[src/include/brisc_cfg.svh]
`ifndef BRISC_CFG_SVH
`define BRISC_CFG_SVH

// core word and address space
`define BRISC_XLEN 32
`define BRISC_ADDR_W 12

// line geometry
`define BRISC_LINE_WORDS 4
`define BRISC_LINE_W 128

`define BRISC_MEM_DEPTH 1024 // words
`define BRISC_CACHE_LINES 8

// main memory pipes and flow control
`define BRISC_MEM_REQ_DELAY 3
`define BRISC_MEM_RESP_DELAY 4
`define BRISC_MEM_CREDITS 2

`endif

[src/rtl/brisc_pkg.sv]
`include "brisc_cfg.svh"

package brisc_pkg;

  // one cache line, seen as words for fetch and load
  // and as bytes for the store merge
  typedef union packed {
    logic [`BRISC_LINE_WORDS-1:0][`BRISC_XLEN-1:0] words;
    logic [`BRISC_LINE_W/8-1:0][7:0] bytes;
  } line_u;

  // tags a memory request so the fill finds its way back
  typedef enum logic {
    SRC_ICACHE = 1'b0,
    SRC_DCACHE = 1'b1
  } mem_src_e;

endpackage

[src/rtl/mem_arbiter.sv]
`timescale 1ns/100ps
`include "brisc_cfg.svh"

module mem_arbiter (
  input  logic                     clk,
  input  logic                     rst_n,
  input  logic                     ic_mreq,
  input  logic [`BRISC_ADDR_W-1:0] ic_maddr,
  output logic                     ic_gnt,
  output logic                     ic_fill,
  output brisc_pkg::line_u         ic_fill_data,
  input  logic                     dc_mreq,
  input  logic                     dc_mstore,
  input  logic [`BRISC_ADDR_W-1:0] dc_maddr,
  input  brisc_pkg::line_u         dc_mdata,
  output logic                     dc_gnt,
  output logic                     dc_fill,
  output brisc_pkg::line_u         dc_fill_data,
  output logic                     mem_req,
  output logic                     mem_store,
  output brisc_pkg::mem_src_e      mem_src,
  output logic [`BRISC_ADDR_W-1:0] mem_addr,
  output brisc_pkg::line_u         mem_data,
  input  logic                     fill,
  input  brisc_pkg::mem_src_e      fill_src,
  input  brisc_pkg::line_u         fill_data,
  input  logic                     cred_ret
);

  localparam int CRED_W = $clog2(`BRISC_MEM_CREDITS + 1);

  brisc_pkg::mem_src_e last_q;
  logic [CRED_W-1:0] cred_q;
  logic has_cred;
  logic pick_dc;

  assign has_cred = (cred_q != '0);
  // dcache wins alone, or on a tie when icache went last
  assign pick_dc = dc_mreq & (~ic_mreq | (last_q == brisc_pkg::SRC_ICACHE));

  assign ic_gnt = has_cred & ic_mreq & ~pick_dc;
  assign dc_gnt = has_cred & pick_dc;

  assign mem_req = ic_gnt | dc_gnt;
  assign mem_store = dc_gnt & dc_mstore; // icache never writes
  assign mem_src = pick_dc ? brisc_pkg::SRC_DCACHE : brisc_pkg::SRC_ICACHE;
  assign mem_addr = pick_dc ? dc_maddr : ic_maddr;
  assign mem_data = dc_mdata;

  // fill routing by source tag
  assign ic_fill = fill & (fill_src == brisc_pkg::SRC_ICACHE);
  assign dc_fill = fill & (fill_src == brisc_pkg::SRC_DCACHE);
  assign ic_fill_data = fill_data;
  assign dc_fill_data = fill_data;

  always_ff @(posedge clk) begin
    if (!rst_n) begin
      last_q <= brisc_pkg::SRC_DCACHE;
      cred_q <= CRED_W'(`BRISC_MEM_CREDITS);
    end else begin
      if (mem_req) begin
        last_q <= mem_src;
      end
      cred_q <= cred_q - CRED_W'(mem_req) + CRED_W'(cred_ret);
    end
  end

endmodule

[config.mk]
export PLATFORM = sky130hd
export DESIGN_NAME = mem_arbiter
export DESIGN_NICKNAME = d
export VERILOG_FILES = /design/src/rtl/brisc_pkg.sv /design/src/rtl/mem_arbiter.sv
export VERILOG_INCLUDE_DIRS = /design/src /design/src/include
export SDC_FILE = /design/constraint.sdc
export NUM_CORES = 1
export LEC_CHECK = 0
export BUFFER_PORTS_ARGS = -buffer_cell sky130_fd_sc_hd__buf_2
export CORE_AREA = 8 8 260 262
export CTS_BUF_LIST = sky130_fd_sc_hd__clkbuf_8
export DETAILED_ROUTE_END_ITERATION = 7
export DIE_AREA = 0 0 268 270
export HOLD_SLACK_MARGIN = 0.06
export SYNTH_ARGS = -nofsm -noshare
export SYNTH_HDL_FRONTEND = slang
export SYNTH_SLANG_ARGS = --single-unit
[constraint.sdc]
create_clock -name clk -period 1.25 [get_ports clk]
set_input_delay 0.1875 -clock clk [delete_from_list [all_inputs] [get_ports clk]]
set_output_delay 0.1875 -clock clk [all_outputs]
set_load 0.05 [all_outputs]
==> impl_metrics.ini <==
[die]
die_width_um = 268
core_area_mm2 = 0.0636
start_util_pct = 5.15
io_pins = 691
die_h_um = 270
dieArea_mm2 = 0.0724
rows = 93

[clocking]
cts-root-buf = clkbuf_8
cts_buffers = 3
cts_buffer_depth = 2
hold_buffers = 0
cts_tree = done
cts_sinks = 3
cts_max_level = 1
clk_pin_slew_worst_paths_ns = 0.03
clk_latency_ns = 0.21

[synth]
synth_cells = 420
synth_edf_count = 0
synth-seq-area-share_pct = 1.83
avgSynthCellArea_um2 = 7.81
async_reset_ff_share_pct = 0
ys.warnings.count = 0
netlist_area_mm2 = 0.00328
yosys-top-cells-count = buf_4, mux2_4, mux2_2
synthTopCellsByArea = buf_4, mux2_4, dfxtp_1
synth_nets = 710
yosys_most_used_dff = dfxtp_1
synth_top_cell_by_area = buf_4
synth_top_area_share_pct = 87.9
ys_ff_latch = 3
synth_most_common_cell = buf_4
synth_cell_type_count = 17

[global_routing]
top_usage_layer = met2
grt_pass1_wl_mm = 22.6
use_met3_pct = 6.72
grt_overflow = 0
grtUsageMet2_pct = 8.67
antenna_found_initial = 9
use_met1_pct = 1.47
grt_pass1_vias = 1389
grt_max_degree = 11
grt_usage_pct = 5.12

[drt]
wl_per_cell_um = 21.4
vias = 1153
drcViolationCount = 0
vias_per_cell = 1.21
drtPass1Iterations = 3
wl_mm = 20.4
ant_nets = 0
drt_iter0_drc = 28

[placement]
gp_congestion = 0.565
place_hpwl_mm = 18.7
numPortBuffers = 50

[pwr]
fin_total_pwr_uw = 1550
peakVddDrop_mv = 0.935
p_leak_uw = 0.000496
p_per_area_mw_per_mm2 = 780

[sta]
fin_skew_ns = 0.000479
slew_violations = 0
fmax_mhz = 627
hold_viol_final = 0
setup_violations = 17
worst_pin_slew_ns = 0.284
fin_tns_setup_ns = -4.43
rsz0062_at_grt = true
worst_slew_margin_rel_pct = 81.2
layout_setup_ws_ns = -0.345
fin_crit_ns = 1.60
post-route-period-util_pct = 128

[layout]
nNetsFinal = 387
syn2layout_area_growth_pct = -39.3
drive_above_1_share_pct = 88.5

[worst_setup_path]
critPathLaunch = last_q$_SDFFE_PN1P_
critical_path_class = flop to output port
crit_path_start_kind = flop
cp.arrival_ns = 1.41
r2r_start = cred_q[1]$_SDFF_PN1_
end_kind = output port
required_ns = 1.06
cp_max_fo = 5

[outcome]
status = complete, but fails checks
violations = negative setup slack

[min_path]
worstHoldStart = rst_n
min_path_type = primary input to flop

[job]
drv_cap = 0
==> timing repair <==
item                                   4_1_cts  5_1_grt
setup endpoints to repair                   19       19
gates resized for setup                     25        3
pin swaps                                    4        0
endpoints found under the hold margin        0        0
setup buffers                                0        1
==> per-stage QoR <==
step           hold WS, ns  util (%)  setup slack, ns  instance area [um^2]  instances
2_1_floorplan        0.249         -           -0.181                  3330        420
3_3_place_gp         0.375      2.90           -0.179                  1850        946
3_5_place_dp         0.375      2.90           -0.183                  1850        946
4_1_cts              0.176      3.09           -0.360                  1970        950
5_1_grt              0.199      3.12           -0.390                  1990        951
6_report             0.182      3.13           -0.345                  1990        953
==> routing by layer <==
metal	vias to the layer above	part of all wire (%)
met1	312	9.7
met3	208	31
met2	385	46
met5	-	0
li1	248	-
met4	0	14
==> critical path, stage by stage (launching register included) <==
cell	delay [ns]
dfxtp_2	0.32
a21boi_4	0.16
buf_4	0.17
mux2_2	0.34
buf_4	0.19
==> final cells by class <==
type / instances / area (um^2)
fill: 7605 / 61700
tap: 855 / 1070
timing repair buffer: 57 / 437
multi-input combinational: 29 / 360
sequential: 3 / 63.8
clock buffer: 3 / 41.3
inverter: 3 / 11.3
antenna: 2 / 5.00
clock inverter: 1 / 3.75
==> kinds of logic (layout without fill, tap and decap cells) <==
logic type / after synthesis / after routing / synth area share, %
fa+ha+maj: 2 / 2 / 0.763
simple gates: 11 / 11 / 1.91
compound gates: 3 / 3 / 1.07
xor+xnor: 1 / 1 / 0.686
buf+inv: 388 / 64 / 88.8
mux: 12 / 12 / 4.92
flops: 3 / 3 / 1.83
other cells: 0 / 2 / 0
==> final timing paths <==
| kind | cells after the start | slack (ns) | endpoint |
|---|---|---|---|
| max | 4 | -0.35 | mem_addr[0] |
| min | 2 | 0.18 | cred_q[1]$_SDFF_PN1_ |
| max reg2reg | 7 | -0.05 | cred_q[1]$_SDFF_PN1_ |
| min reg2reg | 2 | 0.65 | last_q$_SDFFE_PN1P_ |
==> state kept, by name (all words and copies together) (netlist names) <==
| signal | count |
|---|---|
| cred_q | 2 |
| last_q | 1 |
==> cells in the final DEF (no fill, tap or decap), types with 2 or more instances in the layout <==
master,netlist,final
mux2_4,7,7
inv_1,3,3
clkbuf_8,0,3
diode_2,0,2
and2_4,0,2
buf_8,0,2
buf_12,1,4
mux2_2,5,5
buf_2,0,33
buf_4,384,11
buf_6,0,7
ha_4,0,2
dfxtp_2,0,3
nor2_4,0,2
==> power by group <==
| part | internal [uW] | switching, uW | total [uW] |
|---|---|---|---|
| sequential | 140 | 37.5 | 177 |
| clock | 209 | 61.2 | 270 |
| combinational | 539 | 568 | 1110 |
| total | 888 | 667 | 1550 |
Power figures use the tool's default switching activity.
